$ cat src/hdl/lc_pkg.sv
package lc_pkg;

   ////////////////////////////////////////////////////////////////////////////
   // Datapath widths

   localparam int LC_W = 26;
   localparam int OPC_W = 14;
   // Shared by the PDL pointer, PDL index and dispatch constant
   localparam int PDL_W = 10;

   ////////////////////////////////////////////////////////////////////////////
   // Microcycle phases and STEP opcodes

   typedef enum logic [2:0] {
      IDLE,
      ALU,
      WRITE,
      MMU,
      FETCH
   } ucycle_e;

   // Written in bits 2:0 of REG_STEP
   typedef enum logic [2:0] {
      NOP,
      INC,
      LOAD,
      PUSH,
      POP
   } step_op_e;

   // M-function source select, CTRL bits 2:0
   typedef enum logic [2:0] {
      MF_LC,
      MF_OPC,
      MF_DC,
      MF_PP,
      MF_PI,
      MF_ZERO
   } mf_sel_e;

   ////////////////////////////////////////////////////////////////////////////
   // APB register map, byte addresses

   localparam logic [7:0] REG_LC = 8'h00;
   localparam logic [7:0] REG_CTRL = 8'h04;
   localparam logic [7:0] REG_STEP = 8'h08;
   localparam logic [7:0] REG_MF = 8'h0C;
   localparam logic [7:0] REG_DC = 8'h10;
   localparam logic [7:0] REG_PDLIDX = 8'h14;

endpackage

$ cat src/hdl/mf_src_if.sv
// M-function sources that live outside the location counter block.
// Several modules each drive their own part of the producer side.
interface mf_src_if #(
   parameter int OPC_W = 14,
   parameter int PDL_W = 10
);

   // Old PC from the last fetch
   logic [OPC_W-1:0] opc;
   // Dispatch constant
   logic [PDL_W-1:0] dc;
   // Push-down list pointer and index
   logic [PDL_W-1:0] pdlptr;
   logic [PDL_W-1:0] pdlidx;

   modport producer (
      output opc,
      output dc,
      output pdlptr,
      output pdlidx
   );

   modport consumer (
      input opc,
      input dc,
      input pdlptr,
      input pdlidx
   );

endinterface

$ cat src/hdl/lc_apb_ctrl.sv
module lc_apb_ctrl #(
   parameter int ADDR_W = 8
) (
   input  logic                    clk,
   input  logic                    reset,
   // APB slave
   input  logic [ADDR_W-1:0]       paddr,
   input  logic                    psel,
   input  logic                    penable,
   input  logic                    pwrite,
   input  logic [31:0]             pwdata,
   output logic [31:0]             prdata,
   output logic                    pready,
   output logic                    pslverr,
   // Read-back sources
   input  logic [lc_pkg::LC_W-1:0] lc,
   input  logic [31:0]             mf,
   // Microcycle phases
   output logic                    state_alu,
   output logic                    state_write,
   output logic                    state_mmu,
   output logic                    state_fetch,
   // Strobes
   output logic                    destlc,
   output logic                    lcinc,
   output logic                    pdl_push,
   output logic                    pdl_pop,
   output logic                    pdlidx_load,
   output logic [lc_pkg::LC_W-1:0] load_data,
   output lc_pkg::mf_sel_e         mf_sel,
   // CTRL flags
   output logic                    lc_byte_mode,
   output logic                    needfetch,
   output logic                    int_enable,
   output logic                    sequence_break,
   output logic                    prog_unibus_reset,
   mf_src_if.producer              src
);

   lc_pkg::ucycle_e           state;
   lc_pkg::step_op_e          step_op;
   lc_pkg::step_op_e          wr_op;
   logic [4:0]                flags;
   logic [lc_pkg::PDL_W-1:0]  dc;
   logic                      access;
   logic                      first;
   logic                      mapped;
   logic                      wr;
   logic                      long_op;
   logic                      step_start;
   logic                      busy;

   ////////////////////////////////////////////////////////////////////////////
   // APB decode

   assign access = psel && penable;
   assign first = access && (state == lc_pkg::IDLE);
   assign wr_op = lc_pkg::step_op_e'(pwdata[2:0]);
   assign long_op = (wr_op == lc_pkg::INC) || (wr_op == lc_pkg::LOAD) ||
                    (wr_op == lc_pkg::PUSH) || (wr_op == lc_pkg::POP);

   always_comb begin
      case (paddr)
         ADDR_W'(lc_pkg::REG_LC),
         ADDR_W'(lc_pkg::REG_CTRL),
         ADDR_W'(lc_pkg::REG_STEP),
         ADDR_W'(lc_pkg::REG_MF),
         ADDR_W'(lc_pkg::REG_DC),
         ADDR_W'(lc_pkg::REG_PDLIDX): mapped = 1'b1;
         default:                     mapped = 1'b0;
      endcase
   end

   assign pslverr = access && !mapped;
   assign wr = first && pwrite && mapped;
   assign step_start = wr && (paddr == ADDR_W'(lc_pkg::REG_STEP)) && long_op;

   // A STEP sequence stretches the access until FETCH
   assign pready = (state == lc_pkg::FETCH) || (first && !step_start);

   // Index loads as the access completes
   assign pdlidx_load = wr && (paddr == ADDR_W'(lc_pkg::REG_PDLIDX));

   // CTRL layout: mf_sel in 2:0, then byte mode, needfetch, int enable,
   // sequence break and unibus reset in bits 4 through 8
   always_comb begin
      case (paddr)
         ADDR_W'(lc_pkg::REG_LC):   prdata = 32'(lc);
         ADDR_W'(lc_pkg::REG_CTRL): prdata = {23'b0, flags, 1'b0, mf_sel};
         ADDR_W'(lc_pkg::REG_MF):   prdata = mf;
         ADDR_W'(lc_pkg::REG_DC):   prdata = 32'(dc);
         default:                   prdata = 32'b0;
      endcase
   end

   ////////////////////////////////////////////////////////////////////////////
   // Host registers

   always_ff @(posedge clk) begin
      if (reset) begin
         flags <= '0;
         mf_sel <= lc_pkg::MF_LC;
         dc <= '0;
         load_data <= '0;
      end else if (wr) begin
         if (paddr == ADDR_W'(lc_pkg::REG_CTRL)) begin
            mf_sel <= lc_pkg::mf_sel_e'(pwdata[2:0]);
            flags <= pwdata[8:4];
         end
         if (paddr == ADDR_W'(lc_pkg::REG_DC))
            dc <= pwdata[lc_pkg::PDL_W-1:0];
         // LC write only stages the value for a later LOAD
         if (paddr == ADDR_W'(lc_pkg::REG_LC))
            load_data <= pwdata[lc_pkg::LC_W-1:0];
      end
   end

   assign lc_byte_mode = flags[0];
   assign needfetch = flags[1];
   assign int_enable = flags[2];
   assign sequence_break = flags[3];
   assign prog_unibus_reset = flags[4];
   assign src.dc = dc;

   ////////////////////////////////////////////////////////////////////////////
   // Microcycle sequencer

   always_ff @(posedge clk) begin
      if (reset) begin
         state <= lc_pkg::IDLE;
         step_op <= lc_pkg::NOP;
      end else begin
         case (state)
            lc_pkg::IDLE: begin
               if (step_start) begin
                  state <= lc_pkg::ALU;
                  step_op <= wr_op;
               end
            end
            lc_pkg::ALU:   state <= lc_pkg::WRITE;
            lc_pkg::WRITE: state <= lc_pkg::MMU;
            lc_pkg::MMU:   state <= lc_pkg::FETCH;
            default:       state <= lc_pkg::IDLE;
         endcase
      end
   end

   assign state_alu = (state == lc_pkg::ALU);
   assign state_write = (state == lc_pkg::WRITE);
   assign state_mmu = (state == lc_pkg::MMU);
   assign state_fetch = (state == lc_pkg::FETCH);
   assign busy = (state != lc_pkg::IDLE);

   // Opcode strobes held for the whole sequence
   assign lcinc = busy && (step_op == lc_pkg::INC);
   assign destlc = busy && (step_op == lc_pkg::LOAD);
   assign pdl_push = busy && (step_op == lc_pkg::PUSH);
   assign pdl_pop = busy && (step_op == lc_pkg::POP);

   a_one_phase: assert property (@(posedge clk) disable iff (reset)
      busy |-> $onehot({state_alu, state_write, state_mmu, state_fetch}));

endmodule

$ cat src/hdl/lc_unit.sv
module lc_unit #(
   parameter int LC_W = 26
) (
   input  logic            clk,
   input  logic            reset,
   // Microcycle phases
   input  logic            state_alu,
   input  logic            state_write,
   input  logic            state_mmu,
   input  logic            state_fetch,
   // Counter control
   input  logic            destlc,
   input  logic            lcinc,
   input  logic [LC_W-1:0] load_data,
   input  lc_pkg::mf_sel_e mf_sel,
   // Flags packed into the LC read-back word
   input  logic            lc_byte_mode,
   input  logic            needfetch,
   input  logic            int_enable,
   input  logic            sequence_break,
   input  logic            prog_unibus_reset,
   mf_src_if.consumer      src,
   output logic [LC_W-1:0] lc,
   output logic [31:0]     mf
);

   logic [3:0] lca;
   logic       lcry3;
   logic       lc0b;
   logic       busy;

   ////////////////////////////////////////////////////////////////////////////
   // Location counter

   // Byte mode adds 1, word mode adds 2; bit 0 is left alone in word mode
   assign {lcry3, lca} = lc[3:0] + {3'b0, lcinc & ~lc_byte_mode} + {3'b0, lcinc};

   always_ff @(posedge clk) begin
      if (reset) begin
         lc <= '0;
      end else if (state_fetch) begin
         if (destlc)
            lc <= load_data;
         else
            lc <= {lc[LC_W-1:4] + (LC_W-4)'(lcry3), lca};
      end
   end

   ////////////////////////////////////////////////////////////////////////////
   // M-function source select

   // Low byte select only means something in byte mode
   assign lc0b = lc[0] & lc_byte_mode;

   always_comb begin
      case (mf_sel)
         lc_pkg::MF_LC:   mf = {needfetch, 1'b0, lc_byte_mode, prog_unibus_reset,
                                int_enable, sequence_break, lc[LC_W-1:1], lc0b};
         lc_pkg::MF_OPC:  mf = 32'(src.opc);
         lc_pkg::MF_DC:   mf = 32'(src.dc);
         lc_pkg::MF_PP:   mf = 32'(src.pdlptr);
         lc_pkg::MF_PI:   mf = 32'(src.pdlidx);
         lc_pkg::MF_ZERO: mf = 32'b0;
         default:         mf = 32'b0;
      endcase
   end

   assign busy = state_alu || state_write || state_mmu || state_fetch;

   // Counter strobes come from one decoded opcode and only inside a sequence
   a_lc_strobes: assert property (@(posedge clk) disable iff (reset)
      (destlc || lcinc) |-> (busy && !(destlc && lcinc)));

   // Word stepping must keep the byte select bit
   a_word_bit0: assert property (@(posedge clk) disable iff (reset)
      (state_fetch && lcinc && !lc_byte_mode) |=> (lc[0] == $past(lc[0])));

endmodule

$ cat src/hdl/opc_history.sv
module opc_history #(
   parameter int OPC_W = 14
) (
   input  logic                    clk,
   input  logic                    reset,
   input  logic                    state_fetch,
   input  logic [lc_pkg::LC_W-1:0] lc,
   mf_src_if.producer              src
);

   logic [OPC_W-1:0] opc;

   ////////////////////////////////////////////////////////////////////////////
   // Old PC capture

   // Sampled on the same edge that commits lc, so this holds
   // the address the finished instruction came from
   always_ff @(posedge clk) begin
      if (reset)
         opc <= '0;
      else if (state_fetch)
         opc <= lc[OPC_W-1:0];
   end

   assign src.opc = opc;

endmodule

$ cat src/hdl/pdl_pointer.sv
module pdl_pointer #(
   parameter int PDL_W = 10
) (
   input  logic        clk,
   input  logic        reset,
   input  logic        state_fetch,
   input  logic        pdl_push,
   input  logic        pdl_pop,
   input  logic        pdlidx_load,
   input  logic [31:0] pwdata,
   mf_src_if.producer  src
);

   logic [PDL_W-1:0] pdlptr;
   logic [PDL_W-1:0] pdlidx;

   ////////////////////////////////////////////////////////////////////////////
   // Pointer, moves once per fetch

   // Wraps modulo 2**PDL_W in both directions
   always_ff @(posedge clk) begin
      if (reset) begin
         pdlptr <= '0;
      end else if (state_fetch) begin
         if (pdl_push)
            pdlptr <= pdlptr + 1'b1;
         else if (pdl_pop)
            pdlptr <= pdlptr - 1'b1;
      end
   end

   ////////////////////////////////////////////////////////////////////////////
   // Index, loaded straight from the host

   always_ff @(posedge clk) begin
      if (reset)
         pdlidx <= '0;
      else if (pdlidx_load)
         pdlidx <= pwdata[PDL_W-1:0];
   end

   assign src.pdlptr = pdlptr;
   assign src.pdlidx = pdlidx;

   a_push_pop: assert property (@(posedge clk) disable iff (reset)
      !(pdl_push && pdl_pop));

endmodule

$ cat src/hdl/lc_top.sv
module lc_top (
   input  logic        clk,
   input  logic        reset,
   input  logic [7:0]  paddr,
   input  logic        psel,
   input  logic        penable,
   input  logic        pwrite,
   input  logic [31:0] pwdata,
   output logic [31:0] prdata,
   output logic        pready,
   output logic        pslverr
);

   localparam int ADDR_W = 8;

   logic                    state_alu;
   logic                    state_write;
   logic                    state_mmu;
   logic                    state_fetch;
   logic                    destlc;
   logic                    lcinc;
   logic                    pdl_push;
   logic                    pdl_pop;
   logic                    pdlidx_load;
   logic [lc_pkg::LC_W-1:0] load_data;
   lc_pkg::mf_sel_e         mf_sel;
   logic                    lc_byte_mode;
   logic                    needfetch;
   logic                    int_enable;
   logic                    sequence_break;
   logic                    prog_unibus_reset;
   logic [lc_pkg::LC_W-1:0] lc;
   logic [31:0]             mf;

   mf_src_if #(
      .OPC_W(lc_pkg::OPC_W),
      .PDL_W(lc_pkg::PDL_W)
   ) mf_src ();

   ////////////////////////////////////////////////////////////////////////////
   // Host side and sequencer

   lc_apb_ctrl #(
      .ADDR_W(ADDR_W)
   ) lc_apb_ctrl_inst (
      .clk(clk),
      .reset(reset),
      .paddr(paddr),
      .psel(psel),
      .penable(penable),
      .pwrite(pwrite),
      .pwdata(pwdata),
      .prdata(prdata),
      .pready(pready),
      .pslverr(pslverr),
      .lc(lc),
      .mf(mf),
      .state_alu(state_alu),
      .state_write(state_write),
      .state_mmu(state_mmu),
      .state_fetch(state_fetch),
      .destlc(destlc),
      .lcinc(lcinc),
      .pdl_push(pdl_push),
      .pdl_pop(pdl_pop),
      .pdlidx_load(pdlidx_load),
      .load_data(load_data),
      .mf_sel(mf_sel),
      .lc_byte_mode(lc_byte_mode),
      .needfetch(needfetch),
      .int_enable(int_enable),
      .sequence_break(sequence_break),
      .prog_unibus_reset(prog_unibus_reset),
      .src(mf_src.producer)
   );

   ////////////////////////////////////////////////////////////////////////////
   // Counter, history and PDL

   lc_unit #(
      .LC_W(lc_pkg::LC_W)
   ) lc_unit_inst (
      .clk(clk),
      .reset(reset),
      .state_alu(state_alu),
      .state_write(state_write),
      .state_mmu(state_mmu),
      .state_fetch(state_fetch),
      .destlc(destlc),
      .lcinc(lcinc),
      .load_data(load_data),
      .mf_sel(mf_sel),
      .lc_byte_mode(lc_byte_mode),
      .needfetch(needfetch),
      .int_enable(int_enable),
      .sequence_break(sequence_break),
      .prog_unibus_reset(prog_unibus_reset),
      .src(mf_src.consumer),
      .lc(lc),
      .mf(mf)
   );

   opc_history #(
      .OPC_W(lc_pkg::OPC_W)
   ) opc_history_inst (
      .clk(clk),
      .reset(reset),
      .state_fetch(state_fetch),
      .lc(lc),
      .src(mf_src.producer)
   );

   pdl_pointer #(
      .PDL_W(lc_pkg::PDL_W)
   ) pdl_pointer_inst (
      .clk(clk),
      .reset(reset),
      .state_fetch(state_fetch),
      .pdl_push(pdl_push),
      .pdl_pop(pdl_pop),
      .pdlidx_load(pdlidx_load),
      .pwdata(pwdata),
      .src(mf_src.producer)
   );

endmodule

$ cat config.mk
export PLATFORM = sky130hd
export DESIGN_NAME = lc_top
export DESIGN_NICKNAME = d
export VERILOG_FILES = /design/src/hdl/lc_pkg.sv /design/src/hdl/mf_src_if.sv /design/src/hdl/lc_apb_ctrl.sv /design/src/hdl/lc_unit.sv /design/src/hdl/opc_history.sv /design/src/hdl/pdl_pointer.sv /design/src/hdl/lc_top.sv
export SDC_FILE = /design/constraint.sdc
export NUM_CORES = 1
export LEC_CHECK = 0
export BUFFER_PORTS_ARGS = -buffer_cell sky130_fd_sc_hd__buf_2
export CORE_MARGIN = 4
export CORE_UTILIZATION = 40
export CTS_CLUSTER_DIAMETER = 60
export CTS_CLUSTER_SIZE = 12
export DETAILED_ROUTE_END_ITERATION = 10
export GPL_ROUTABILITY_DRIVEN = 0
export GPL_TIMING_DRIVEN = 1
export PLACE_DENSITY = 0.66
export SETUP_SLACK_MARGIN = 0.4
export SYNTH_ARGS = -nofsm -noshare
export SYNTH_HDL_FRONTEND = slang
export SYNTH_SLANG_ARGS = --single-unit
$ cat constraint.sdc
create_clock -name clk -period 3.24 [get_ports clk]
set_clock_uncertainty 0.1 [all_clocks]
set_input_delay 0.486 -clock clk [delete_from_list [all_inputs] [get_ports clk]]
set_output_delay 0.486 -clock clk [all_outputs]
set_load 0.1 [all_outputs]
==> run_summary.xml, run 1 <==
<?xml version="1.0" encoding="UTF-8"?>
<metrics>
  <group name="sta">
    <metric name="final-hold-violation-count" unit="">0</metric>
    <metric name="setup_viol" unit="">0</metric>
    <metric name="maxSlewViolCount" unit="">0</metric>
    <metric name="fin_worst_hold_slack" unit="ps">263</metric>
    <metric name="achievable-frequency" unit="GHz">0.332</metric>
    <metric name="post_route_fraction_of_the_period_consumed_by_the_critical_path" unit="%">92.9</metric>
    <metric name="period_minus_slack" unit="ps">3010</metric>
    <metric name="fin_setup_tns" unit="ps">0</metric>
    <metric name="rsz0062_at_grt" unit="">true</metric>
    <metric name="layout_setup_ws" unit="ps">230</metric>
    <metric name="relSlewSlack" unit="%">48.8</metric>
    <metric name="worst_pin_slew" unit="ps">768</metric>
  </group>
  <group name="worst_setup_path">
    <metric name="end_kind" unit="">register</metric>
    <metric name="crit_path_max_fanout" unit="">4</metric>
    <metric name="worst_path_max_delay_cell" unit="">fa_2</metric>
    <metric name="crit_top_cell" unit="">ha_4</metric>
    <metric name="r2r_setup_slack" unit="ps">230</metric>
    <metric name="cp_data_required_time" unit="ps">3350</metric>
    <metric name="crit_arrival" unit="ps">3120</metric>
    <metric name="crit_path_cell_trace" unit="">nor2b_4 &gt; nand3b_1 &gt; or2_4 &gt; fa_2 &gt; inv_2 &gt; ha_4 &gt; and3_4 &gt; ha_4 &gt; ha_4 &gt; and4_4 &gt; nand4_1 &gt; buf_6 &gt; nor3_2 &gt; and3_1 &gt; nor4_1</metric>
    <metric name="startpoint_type" unit="">register</metric>
    <metric name="r2r_cells" unit="">15</metric>
    <metric name="r2r_path_start" unit="">lc_apb_ctrl_inst.step_op[0]</metric>
    <metric name="cpPeakStageDelay" unit="ps">360</metric>
    <metric name="r2r_end" unit="">lc_unit_inst.lc[22]</metric>
    <metric name="path_class" unit="">reg -&gt; reg</metric>
  </group>
  <group name="final_layout">
    <metric name="num-nets-final" unit="">871</metric>
    <metric name="fin_util" unit="%">52.8</metric>
    <metric name="area_growth_syn_to_layout" unit="%">29.7</metric>
    <metric name="diodes_inserted" unit="">0</metric>
    <metric name="layout.cell_area.non_filler" unit="mm²">0.00764</metric>
    <metric name="share_of_final_layout_standard_cells_stronger_than_drive_strength_1" unit="%">24.9</metric>
    <metric name="stdcell_count" unit="">1002</metric>
  </group>
  <group name="synth">
    <metric name="synth-warning-count" unit="">0</metric>
    <metric name="post-synth-top-area-fraction" unit="%">37.4</metric>
    <metric name="ys_top_cells_by_count" unit="">132 x nand2_1, 110 x dfxtp_1, 73 x a21oi_1</metric>
    <metric name="number_of_storage_elements_in_the_synthesis_netlist" unit="">110</metric>
    <metric name="syn-cell-area" unit="mm²">0.00589</metric>
    <metric name="syn-instance-count" unit="">740</metric>
    <metric name="syn_area_per_cell" unit="µm²">7.96</metric>
    <metric name="post_synthesis_async_set_or_reset_flop_share" unit="%">0</metric>
    <metric name="synth_flop_cell" unit="">dfxtp_1</metric>
    <metric name="top_cells_by_area_synth" unit="">dfxtp_1 37%, nand2_1 8.4%, mux2i_1 7.3%</metric>
    <metric name="synth_top_cell_by_area" unit="">dfxtp_1</metric>
    <metric name="synth.lib_cells_used.distinct" unit="">62</metric>
    <metric name="synth_enable_flop_cells" unit="">0</metric>
    <metric name="synth_sequential_area_ratio" unit="%">37.4</metric>
    <metric name="yosysMostFrequentCell" unit="">nand2_1</metric>
    <metric name="syn-num-nets" unit="">798</metric>
  </group>
  <group name="floorplan">
    <metric name="std_cell_rows" unit="">44</metric>
    <metric name="io_pins" unit="">79</metric>
    <metric name="fp.coreArea" unit="mm²">0.0145</metric>
    <metric name="initial_utilization" unit="%">40.7</metric>
    <metric name="die-area" unit="mm²">0.0167</metric>
    <metric name="die_w" unit="µm">129</metric>
    <metric name="die_h" unit="µm">129</metric>
  </group>
  <group name="cts">
    <metric name="insertion_delay" unit="ps">350</metric>
    <metric name="clk_pin_slew" unit="ps">80</metric>
    <metric name="numCtsBuffers" unit="">9</metric>
    <metric name="cts_tree" unit="">built</metric>
    <metric name="clk_path_buf_depth" unit="">2</metric>
    <metric name="cts_num_sinks" unit="">110</metric>
    <metric name="root_buffer" unit="">clkbuf_16</metric>
    <metric name="ctsHoldBuffers" unit="">0</metric>
    <metric name="cts.htree.levels" unit="">3</metric>
  </group>
  <group name="grt">
    <metric name="first_global_vias" unit="">5085</metric>
    <metric name="grt_remaining_overflow" unit="">0</metric>
    <metric name="pin_count_of_the_biggest_net_entering_global_routing" unit="">70</metric>
    <metric name="grt_pass1_wl" unit="mm">26.9</metric>
    <metric name="grt_util_all_layers" unit="%">20.2</metric>
    <metric name="antenna_violations_before_repair" unit="">0</metric>
  </group>
  <group name="hold_path">
    <metric name="hold_path_depth" unit="">3</metric>
    <metric name="holdPathEnd" unit="">lc_apb_ctrl_inst.load_data[17]</metric>
    <metric name="worst_hold_startpoint" unit="">pwdata[17]</metric>
    <metric name="worst_hold_path_type" unit="">in -&gt; reg</metric>
  </group>
  <group name="place">
    <metric name="placement.io_buffers" unit="">71</metric>
    <metric name="preCtsSetupSlack" unit="ps">30.7</metric>
    <metric name="place.detailed.hpwl" unit="mm">11.8</metric>
    <metric name="dpl_cell_area" unit="mm²">0.00702</metric>
    <metric name="dp_cells" unit="">974</metric>
  </group>
  <group name="pwr">
    <metric name="ir_drop" unit="V">0.000294</metric>
    <metric name="design_power_total" unit="mW">2.68</metric>
    <metric name="leakage_dissipation" unit="nW">2.78</metric>
    <metric name="power_density" unit="mW/mm²">351</metric>
  </group>
  <group name="drt">
    <metric name="dr.first_iter.drc_count" unit="">483</metric>
    <metric name="wire_per_inst" unit="µm">16.9</metric>
    <metric name="drt.antenna.violating_nets" unit="">0</metric>
    <metric name="drc" unit="">0</metric>
    <metric name="drt-vias-per-instance" unit="">5.61</metric>
    <metric name="vias" unit="">5626</metric>
    <metric name="postRouteWirelength" unit="mm">16.9</metric>
    <metric name="drtPass1Iterations" unit="">7</metric>
  </group>
  <group name="job">
    <metric name="maxCapViolations" unit="">0</metric>
  </group>
  <group name="status">
    <metric name="status" unit="">complete, no violations</metric>
  </group>
</metrics>
[logic make-up after synthesis]
logic type               after synthesis  share of synthesized area [%]
AND/OR/NAND/NOR                      309                           24.6
AO/OA/AOI/OAI                        188                           20.5
buffers and inverters                 62                           4.93
adder cells (fa/ha/maj)               13                           3.01
multiplexers                          47                           8.07
other                                  1                         0.0636
XOR/XNOR                              10                           1.49
flip-flops                           110                           37.4
[worst max-delay path by stage]
stage	depth (start not counted)	start	endpoint	slack, ps
6_report	15	lc_apb_ctrl_inst.step_op[0]	lc_unit_inst.lc[22]	230
5_1_grt	15	lc_apb_ctrl_inst.step_op[0]	lc_unit_inst.lc[22]	90
4_1_cts	15	lc_apb_ctrl_inst.step_op[0]	lc_unit_inst.lc[22]	260
3_5_place_dp	14	lc_apb_ctrl_inst.state[1]	lc_unit_inst.lc[25]	30
3_3_place_gp	14	lc_apb_ctrl_inst.state[1]	lc_unit_inst.lc[22]	80
2_1_floorplan	16	lc_apb_ctrl_inst.state[2]	lc_unit_inst.lc[25]	110
[repair_timing]
| item | in CTS | in global routing |
|---|---|---|
| setup buffers | 6 | 5 |
| hold endpoints to repair | 0 | 0 |
| setup endpoints to repair | 31 | 33 |
| resized for setup | 24 | 29 |
| pin swaps | 13 | 21 |
| cloned | 0 | 1 |
[layer usage]
metal	vias up	share of wire (%)	track usage, %
met1	2653	47	28.9
met3	34	5.3	4.45
met5	-	0	0
met2	157	45	30.6
met4	0	2.5	5.87
li1	2782	-	-
[power breakdown]
| group | leakage [nW] | internal [mW] | total (mW) | switching (mW) |
|---|---|---|---|---|
| combinational | 1.72 | 0.0313 | 0.106 | 0.0746 |
| clock | 0.163 | 0.705 | 1.22 | 0.519 |
| sequential | 0.889 | 1.35 | 1.35 | 0.000201 |
[cell type report]
type | instances | area (µm²)
repair buffers | 116 | 1170
fillers | 1343 | 6840
well taps | 184 | 230
clock inverters | 6 | 91.3
flip-flops and latches | 110 | 2210
inverters | 8 | 30.0
clock buffers | 10 | 239
multi-input cells | 568 | 3660
[flip-flops by register name (all words and copies together), names as in the netlist]
register / cells
lc_apb_ctrl_inst.state: 3
lc_unit_inst.lc: 26
pdl_pointer_inst.src.pdlptr: 10
lc_apb_ctrl_inst.step_op: 3
lc_apb_ctrl_inst.flags: 5
pdl_pointer_inst.src.pdlidx: 10
lc_apb_ctrl_inst.load_data: 26
lc_apb_ctrl_inst.src.dc: 10
lc_apb_ctrl_inst.mf_sel: 3
opc_history_inst.src.opc: 14
[cells in the final DEF (no fill, tap or decap), types with 8 or more instances in the layout]
master,instances
buf_2,41
and2_1,13
nand2_1,128
buf_12,31
clkbuf_16,9
o22ai_1,19
a22oi_1,13
dfxtp_1,104
nand3_1,20
mux2i_1,43
o21ai_0,14
buf_4,39
nor2_1,70
a21oi_1,70
nor3_2,8
a211oi_1,12
[worst max-delay path: cells and delay by family (launching register included)]
family | cells | cell delay (ps)
flip-flops | 1 | 340
buffers and inverters | 2 | 240
AND/OR/NAND/NOR | 9 | 1440
adder cells (fa/ha/maj) | 4 | 750
(Power assumes the default switching activity.)
==> inputs of run 2 (changes only) <==
CORE_UTILIZATION = 25   (was 40)
PLACE_DENSITY = 0.48   (was 0.66)
==> run_summary.xml, run 2 (synthesis gave the netlist of run 1 again) <==
<?xml version="1.0" encoding="UTF-8"?>
<metrics>
  <group name="grt">
    <metric name="fraction_of_met3_tracks_used_by_global_routing" unit="%">1.96</metric>
    <metric name="first_global_vias" unit="">5231</metric>
    <metric name="antenna_violations_before_repair" unit="">0</metric>
    <metric name="pin_count_of_the_biggest_net_entering_global_routing" unit="">76</metric>
    <metric name="use_met1" unit="%">19.3</metric>
    <metric name="grt_remaining_overflow" unit="">0</metric>
    <metric name="top_usage_layer" unit="">met2</metric>
    <metric name="grt_pass1_wl" unit="mm">29.3</metric>
    <metric name="grt_util_met2" unit="%">23.0</metric>
    <metric name="grt_util_all_layers" unit="%">13.9</metric>
  </group>
  <group name="place">
    <metric name="dpl_cell_area" unit="mm²">0.00722</metric>
    <metric name="dp_cells" unit="">1110</metric>
    <metric name="place.detailed.hpwl" unit="mm">13.1</metric>
    <metric name="placement.io_buffers" unit="">71</metric>
    <metric name="preCtsSetupSlack" unit="ps">43.9</metric>
  </group>
  <group name="pwr">
    <metric name="clockPowerShare" unit="%">42.1</metric>
    <metric name="internal_power" unit="mW">1.90</metric>
    <metric name="power_frac_comb" unit="%">4.3</metric>
    <metric name="power_density" unit="mW/mm²">323</metric>
    <metric name="switching_share" unit="%">24.4</metric>
    <metric name="ir_drop" unit="V">0.000252</metric>
    <metric name="seqPwrFrac" unit="%">53.6</metric>
    <metric name="design_power_total" unit="mW">2.52</metric>
    <metric name="power.net_switching" unit="mW">0.614</metric>
    <metric name="leakage_dissipation" unit="nW">2.79</metric>
  </group>
  <group name="final_layout">
    <metric name="layout.cells.most_common_list" unit="">129 x nand2_1, 104 x dfxtp_1, 71 x a21oi_1</metric>
    <metric name="layout.cell_area.non_filler" unit="mm²">0.00780</metric>
    <metric name="num-nets-final" unit="">881</metric>
    <metric name="leading_registers_by_flop_count" unit="">lc_apb_ctrl_inst.load_data: 26 flops, lc_unit_inst.lc: 26 flops, opc_history_inst.src.opc: 14 flops</metric>
    <metric name="final_common_cell" unit="">nand2_1</metric>
    <metric name="stdcell_count" unit="">1141</metric>
    <metric name="diodes_inserted" unit="">0</metric>
    <metric name="fin_util" unit="%">34.0</metric>
    <metric name="share_of_final_layout_standard_cells_stronger_than_drive_strength_1" unit="%">25.5</metric>
    <metric name="area_growth_syn_to_layout" unit="%">32.3</metric>
  </group>
  <group name="floorplan">
    <metric name="initial_utilization" unit="%">25.7</metric>
    <metric name="io_pins" unit="">79</metric>
    <metric name="die-area" unit="mm²">0.0261</metric>
    <metric name="fp.coreArea" unit="mm²">0.0229</metric>
    <metric name="die_h" unit="µm">162</metric>
    <metric name="std_cell_rows" unit="">55</metric>
    <metric name="die_w" unit="µm">162</metric>
  </group>
  <group name="sta">
    <metric name="post_route_fraction_of_the_period_consumed_by_the_critical_path" unit="%">97.2</metric>
    <metric name="relSlewSlack" unit="%">42.7</metric>
    <metric name="setup_viol" unit="">0</metric>
    <metric name="worst_pin_slew" unit="ps">859</metric>
    <metric name="layout_setup_ws" unit="ps">89.2</metric>
    <metric name="fin_setup_tns" unit="ps">0</metric>
    <metric name="final-hold-violation-count" unit="">0</metric>
    <metric name="achievable-frequency" unit="GHz">0.317</metric>
    <metric name="rsz0062_at_grt" unit="">true</metric>
    <metric name="fin_worst_hold_slack" unit="ps">256</metric>
    <metric name="maxSlewViolCount" unit="">0</metric>
    <metric name="period_minus_slack" unit="ps">3150</metric>
  </group>
  <group name="worst_setup_path">
    <metric name="end_kind" unit="">register</metric>
    <metric name="crit_arrival" unit="ps">3260</metric>
    <metric name="r2r_end" unit="">lc_unit_inst.lc[22]</metric>
    <metric name="crit_path_max_fanout" unit="">4</metric>
    <metric name="r2r_cells" unit="">15</metric>
    <metric name="r2r_path_start" unit="">lc_apb_ctrl_inst.step_op[0]</metric>
    <metric name="startpoint_type" unit="">register</metric>
    <metric name="r2r_setup_slack" unit="ps">90</metric>
    <metric name="cp_data_required_time" unit="ps">3350</metric>
    <metric name="path_class" unit="">reg -&gt; reg</metric>
  </group>
  <group name="drt">
    <metric name="drtPass1Iterations" unit="">4</metric>
    <metric name="drc" unit="">0</metric>
    <metric name="drt.antenna.violating_nets" unit="">0</metric>
    <metric name="vias" unit="">5517</metric>
    <metric name="postRouteWirelength" unit="mm">18.5</metric>
    <metric name="wire_per_inst" unit="µm">16.2</metric>
    <metric name="drt-vias-per-instance" unit="">4.84</metric>
    <metric name="dr.first_iter.drc_count" unit="">328</metric>
  </group>
  <group name="hold_path">
    <metric name="holdPathEnd" unit="">lc_apb_ctrl_inst.load_data[18]</metric>
    <metric name="hold_path_depth" unit="">3</metric>
    <metric name="worst_hold_startpoint" unit="">pwdata[18]</metric>
    <metric name="worst_hold_path_type" unit="">in -&gt; reg</metric>
  </group>
  <group name="cts">
    <metric name="insertion_delay" unit="ps">360</metric>
    <metric name="numCtsBuffers" unit="">9</metric>
    <metric name="clk_path_buf_depth" unit="">2</metric>
    <metric name="cts.htree.levels" unit="">3</metric>
    <metric name="cts_num_sinks" unit="">110</metric>
    <metric name="root_buffer" unit="">clkbuf_16</metric>
    <metric name="clk_pin_slew" unit="ps">80</metric>
    <metric name="cts_tree" unit="">built</metric>
  </group>
  <group name="status">
    <metric name="status" unit="">complete, no violations</metric>
  </group>
  <group name="job">
    <metric name="maxCapViolations" unit="">0</metric>
  </group>
</metrics>
## run 2: cell count changes in the layout (fill, tap and decap cells not counted), sizes merged
| cell | before | now |
|---|---|---|
| buf | 116 | 126 |
| bufinv | 2 | 0 |
| clkinvlp | 0 | 3 |
| clkbuf | 10 | 11 |
| inv | 10 | 8 |
## run 2: layout make-up
type,instances,area (µm²)
Timing Repair Buffer,126,1250
Fill cell,2424,15100
Sequential cell,110,2210
Tap cell,313,392
Clock inverter,5,36.3
Inverter,8,30.0
Clock buffer,11,233
Multi-Input combinational cell,568,3640
## run 2: power by group through the flow
stage	clock, mW	sequential [mW]	combinational [mW]
after global routing	1.14	1.35	0.115
after global placement	0	1.38	0.106
after floorplan	0	1.38	0.0530
after detailed placement	0	1.38	0.107
after CTS	1.08	1.35	0.107
final	1.06	1.35	0.107
## run 2: worst max-delay path: stages, from the launching register on
cell	delay [ps]
dfxtp_2	330
nor2b_4	130
nand3b_1	100
or2_4	250
fa_2	400
inv_2	80
ha_4	130
and3_4	190
ha_4	140
ha_4	130
and4_4	230
nand4_1	190
buf_4	220
nor3_4	140
and3_1	190
nor4_1	50
## run 2: how the worst max path moves through the flow
stage	start	endpoint	slack, ps	cells after the start
after floorplan	lc_apb_ctrl_inst.state[2]	lc_unit_inst.lc[25]	110	16
after global placement	lc_apb_ctrl_inst.step_op[0]	lc_unit_inst.lc[24]	120	15
after detailed placement	lc_apb_ctrl_inst.step_op[0]	lc_unit_inst.lc[22]	40	14
after CTS	lc_apb_ctrl_inst.step_op[0]	lc_unit_inst.lc[22]	170	14
after global routing	lc_apb_ctrl_inst.step_op[0]	lc_unit_inst.lc[22]	-50	15
final	lc_apb_ctrl_inst.step_op[0]	lc_unit_inst.lc[22]	90	15
## run 2: layer usage
layer / wire (µm) / share of wire (%)
met3: 709 / 3.8
met5: 0 / 0
met4: 202 / 1.1
met1: 8840 / 48
met2: 8740 / 47
## run 2: what timing repair did
action | CTS | global route
setup buffers | 4 | 10
gates cloned | 0 | 1
hold buffers | 0 | 0
pin swaps | 19 | 20
resized for setup | 25 | 30
hold endpoints to repair | 0 | 0
setup endpoints to repair | 27 | 32
==> inputs of run 3 (changes only) <==
MAX_ROUTING_LAYER = met4   (was default)
SLEW_MARGIN = 20   (was default)
==> run_summary.xml, run 3 (synthesis gave the netlist of run 1 again) <==
<?xml version="1.0" encoding="UTF-8"?>
<metrics>
  <group name="sta">
    <metric name="period_minus_slack" unit="ps">3150</metric>
    <metric name="relSlewSlack" unit="%">43.3</metric>
    <metric name="fin_worst_hold_slack" unit="ps">261</metric>
    <metric name="layout_setup_ws" unit="ps">91.9</metric>
    <metric name="post_route_fraction_of_the_period_consumed_by_the_critical_path" unit="%">97.2</metric>
    <metric name="final-hold-violation-count" unit="">0</metric>
    <metric name="rsz0062_at_grt" unit="">true</metric>
    <metric name="maxSlewViolCount" unit="">0</metric>
    <metric name="setup_viol" unit="">0</metric>
    <metric name="worst_pin_slew" unit="ps">851</metric>
    <metric name="achievable-frequency" unit="GHz">0.318</metric>
  </group>
  <group name="pwr">
    <metric name="leakage_dissipation" unit="nW">2.79</metric>
    <metric name="power.net_switching" unit="mW">0.613</metric>
    <metric name="seqPwrFrac" unit="%">53.6</metric>
    <metric name="ir_drop" unit="V">0.000247</metric>
    <metric name="internal_power" unit="mW">1.90</metric>
    <metric name="power_density" unit="mW/mm²">323</metric>
    <metric name="switching_share" unit="%">24.3</metric>
    <metric name="power_frac_comb" unit="%">4.3</metric>
    <metric name="clockPowerShare" unit="%">42.1</metric>
  </group>
  <group name="worst_setup_path">
    <metric name="crit_path_cell_trace" unit="">nor2b_4 &gt; nand3b_1 &gt; or2_4 &gt; fa_2 &gt; inv_2 &gt; ha_4 &gt; and3_4 &gt; ha_4 &gt; ha_4 &gt; and4_4 &gt; nand4_1 &gt; buf_4 &gt; nor3_4 &gt; and3_1 &gt; nor4_1</metric>
    <metric name="cp.buffers_inverters" unit="">2</metric>
    <metric name="path_class" unit="">reg -&gt; reg</metric>
    <metric name="r2r_cells" unit="">15</metric>
    <metric name="worst_path_max_delay_cell" unit="">fa_2</metric>
    <metric name="cpPeakStageDelay" unit="ps">400</metric>
    <metric name="startpoint_type" unit="">register</metric>
    <metric name="crit_top_cell" unit="">ha_4</metric>
    <metric name="worstSetupPathDepth" unit="">15</metric>
    <metric name="timing.critical_path.max_delay_family" unit="">simple AND/OR/NAND/NOR gates</metric>
    <metric name="crit_path_max_fanout" unit="">4</metric>
    <metric name="end_kind" unit="">register</metric>
    <metric name="crit_arrival" unit="ps">3250</metric>
    <metric name="cp_data_required_time" unit="ps">3340</metric>
  </group>
  <group name="floorplan">
    <metric name="die-area" unit="mm²">0.0261</metric>
    <metric name="die_w" unit="µm">162</metric>
    <metric name="std_cell_rows" unit="">55</metric>
    <metric name="fp.coreArea" unit="mm²">0.0229</metric>
    <metric name="io_pins" unit="">79</metric>
    <metric name="die_h" unit="µm">162</metric>
    <metric name="initial_utilization" unit="%">25.7</metric>
  </group>
  <group name="final_layout">
    <metric name="share_of_final_layout_standard_cells_stronger_than_drive_strength_1" unit="%">25.5</metric>
    <metric name="num-nets-final" unit="">881</metric>
    <metric name="area_growth_syn_to_layout" unit="%">32.3</metric>
    <metric name="leading_registers_by_flop_count" unit="">lc_apb_ctrl_inst.load_data: 26 flops, lc_unit_inst.lc: 26 flops, opc_history_inst.src.opc: 14 flops</metric>
    <metric name="stdcell_count" unit="">1141</metric>
    <metric name="layout.cell_area.non_filler" unit="mm²">0.00780</metric>
    <metric name="diodes_inserted" unit="">0</metric>
    <metric name="layout.cells.most_common_list" unit="">129 x nand2_1, 104 x dfxtp_1, 71 x a21oi_1</metric>
    <metric name="final.fill_count" unit="">2424</metric>
    <metric name="final_common_cell" unit="">nand2_1</metric>
  </group>
  <group name="grt">
    <metric name="antenna_violations_before_repair" unit="">0</metric>
    <metric name="grt_pass1_wl" unit="mm">29.3</metric>
    <metric name="pin_count_of_the_biggest_net_entering_global_routing" unit="">76</metric>
    <metric name="grt_util_all_layers" unit="%">14.4</metric>
    <metric name="fraction_of_met3_tracks_used_by_global_routing" unit="%">1.74</metric>
    <metric name="top_usage_layer" unit="">met2</metric>
    <metric name="grt_remaining_overflow" unit="">0</metric>
    <metric name="use_met1" unit="%">19.5</metric>
    <metric name="first_global_vias" unit="">5228</metric>
    <metric name="grt_util_met2" unit="%">22.9</metric>
  </group>
  <group name="cts">
    <metric name="clk_pin_slew" unit="ps">80</metric>
    <metric name="cts_tree" unit="">built</metric>
    <metric name="insertion_delay" unit="ps">350</metric>
    <metric name="numCtsBuffers" unit="">9</metric>
    <metric name="ctsHoldBuffers" unit="">0</metric>
    <metric name="cts_num_sinks" unit="">110</metric>
    <metric name="clk_path_buf_depth" unit="">2</metric>
    <metric name="cts.htree.levels" unit="">3</metric>
    <metric name="root_buffer" unit="">clkbuf_16</metric>
  </group>
  <group name="drt">
    <metric name="postRouteWirelength" unit="mm">18.4</metric>
    <metric name="vias" unit="">5500</metric>
    <metric name="drt.antenna.violating_nets" unit="">0</metric>
    <metric name="wire_per_inst" unit="µm">16.2</metric>
    <metric name="drt-vias-per-instance" unit="">4.82</metric>
    <metric name="drtPass1Iterations" unit="">4</metric>
    <metric name="dr.first_iter.drc_count" unit="">347</metric>
    <metric name="drc" unit="">0</metric>
  </group>
  <group name="place">
    <metric name="placement.io_buffers" unit="">71</metric>
    <metric name="preCtsSetupSlack" unit="ps">43.9</metric>
    <metric name="place.detailed.hpwl" unit="mm">13.1</metric>
    <metric name="dp_cells" unit="">1110</metric>
    <metric name="dpl_cell_area" unit="mm²">0.00722</metric>
  </group>
  <group name="status">
    <metric name="status" unit="">complete, no violations</metric>
  </group>
  <group name="job">
    <metric name="maxCapViolations" unit="">0</metric>
  </group>
  <group name="hold_path">
    <metric name="hold_path_depth" unit="">3</metric>
    <metric name="worst_hold_path_type" unit="">in -&gt; reg</metric>
  </group>
</metrics>
## run 3: final timing paths
path                                                   from                              to  slack (ps)
worst max-delay path            lc_apb_ctrl_inst.step_op[0]             lc_unit_inst.lc[22]          90
worst min-delay path                             pwdata[18]  lc_apb_ctrl_inst.load_data[18]         260
worst max register to register  lc_apb_ctrl_inst.step_op[0]             lc_unit_inst.lc[22]          90
worst min register to register  opc_history_inst.src.opc[4]     opc_history_inst.src.opc[4]         350
## run 3: routing by layer
layer	vias up	wire length (µm)
li1	2792	-
met1	2597	8810
met2	103	8810
met5	-	0
met4	0	138
met3	8	685
## run 3: power by group through the flow
stage	logic (mW)	clock network (mW)	registers [mW]
3_3_place_gp	0.106	0	1.38
4_1_cts	0.107	1.08	1.35
2_1_floorplan	0.0530	0	1.38
6_report	0.107	1.06	1.35
3_5_place_dp	0.107	0	1.38
5_1_grt	0.115	1.14	1.35
## run 3: worst min-delay path, cell delays in order
cell	delay (ps)
buf_2	90
nand2_1	40
a21oi_1	50
## run 3: layout make-up
class | count | area, µm² | share of cell area [%]
clock buffer | 11 | 233 | 2.98
clock inverter | 5 | 36.3 | 0.465
inverter | 8 | 30.0 | 0.385
multi-input combinational | 568 | 3640 | 46.7
sequential | 110 | 2210 | 28.4
tap | 313 | 392 | 5.02
timing repair buffer | 126 | 1250 | 16.0
## run 3: stage by stage
stage          util (%)  setup TNS (ps)  power, mW
3_5_place_dp       31.5               0       1.49
6_report           34.0               0       2.52
3_3_place_gp       31.5               0       1.49
4_1_cts            33.2               0       2.54
5_1_grt            34.0           -51.6       2.60
2_1_floorplan         -               0       1.44
## run 3: what timing repair did
action / 4_1_cts / 5_1_grt
gates cloned: 0 / 1
setup endpoints to repair: 27 / 32
pin swaps: 19 / 20
buffers inserted: 4 / 10
resized for setup: 25 / 30
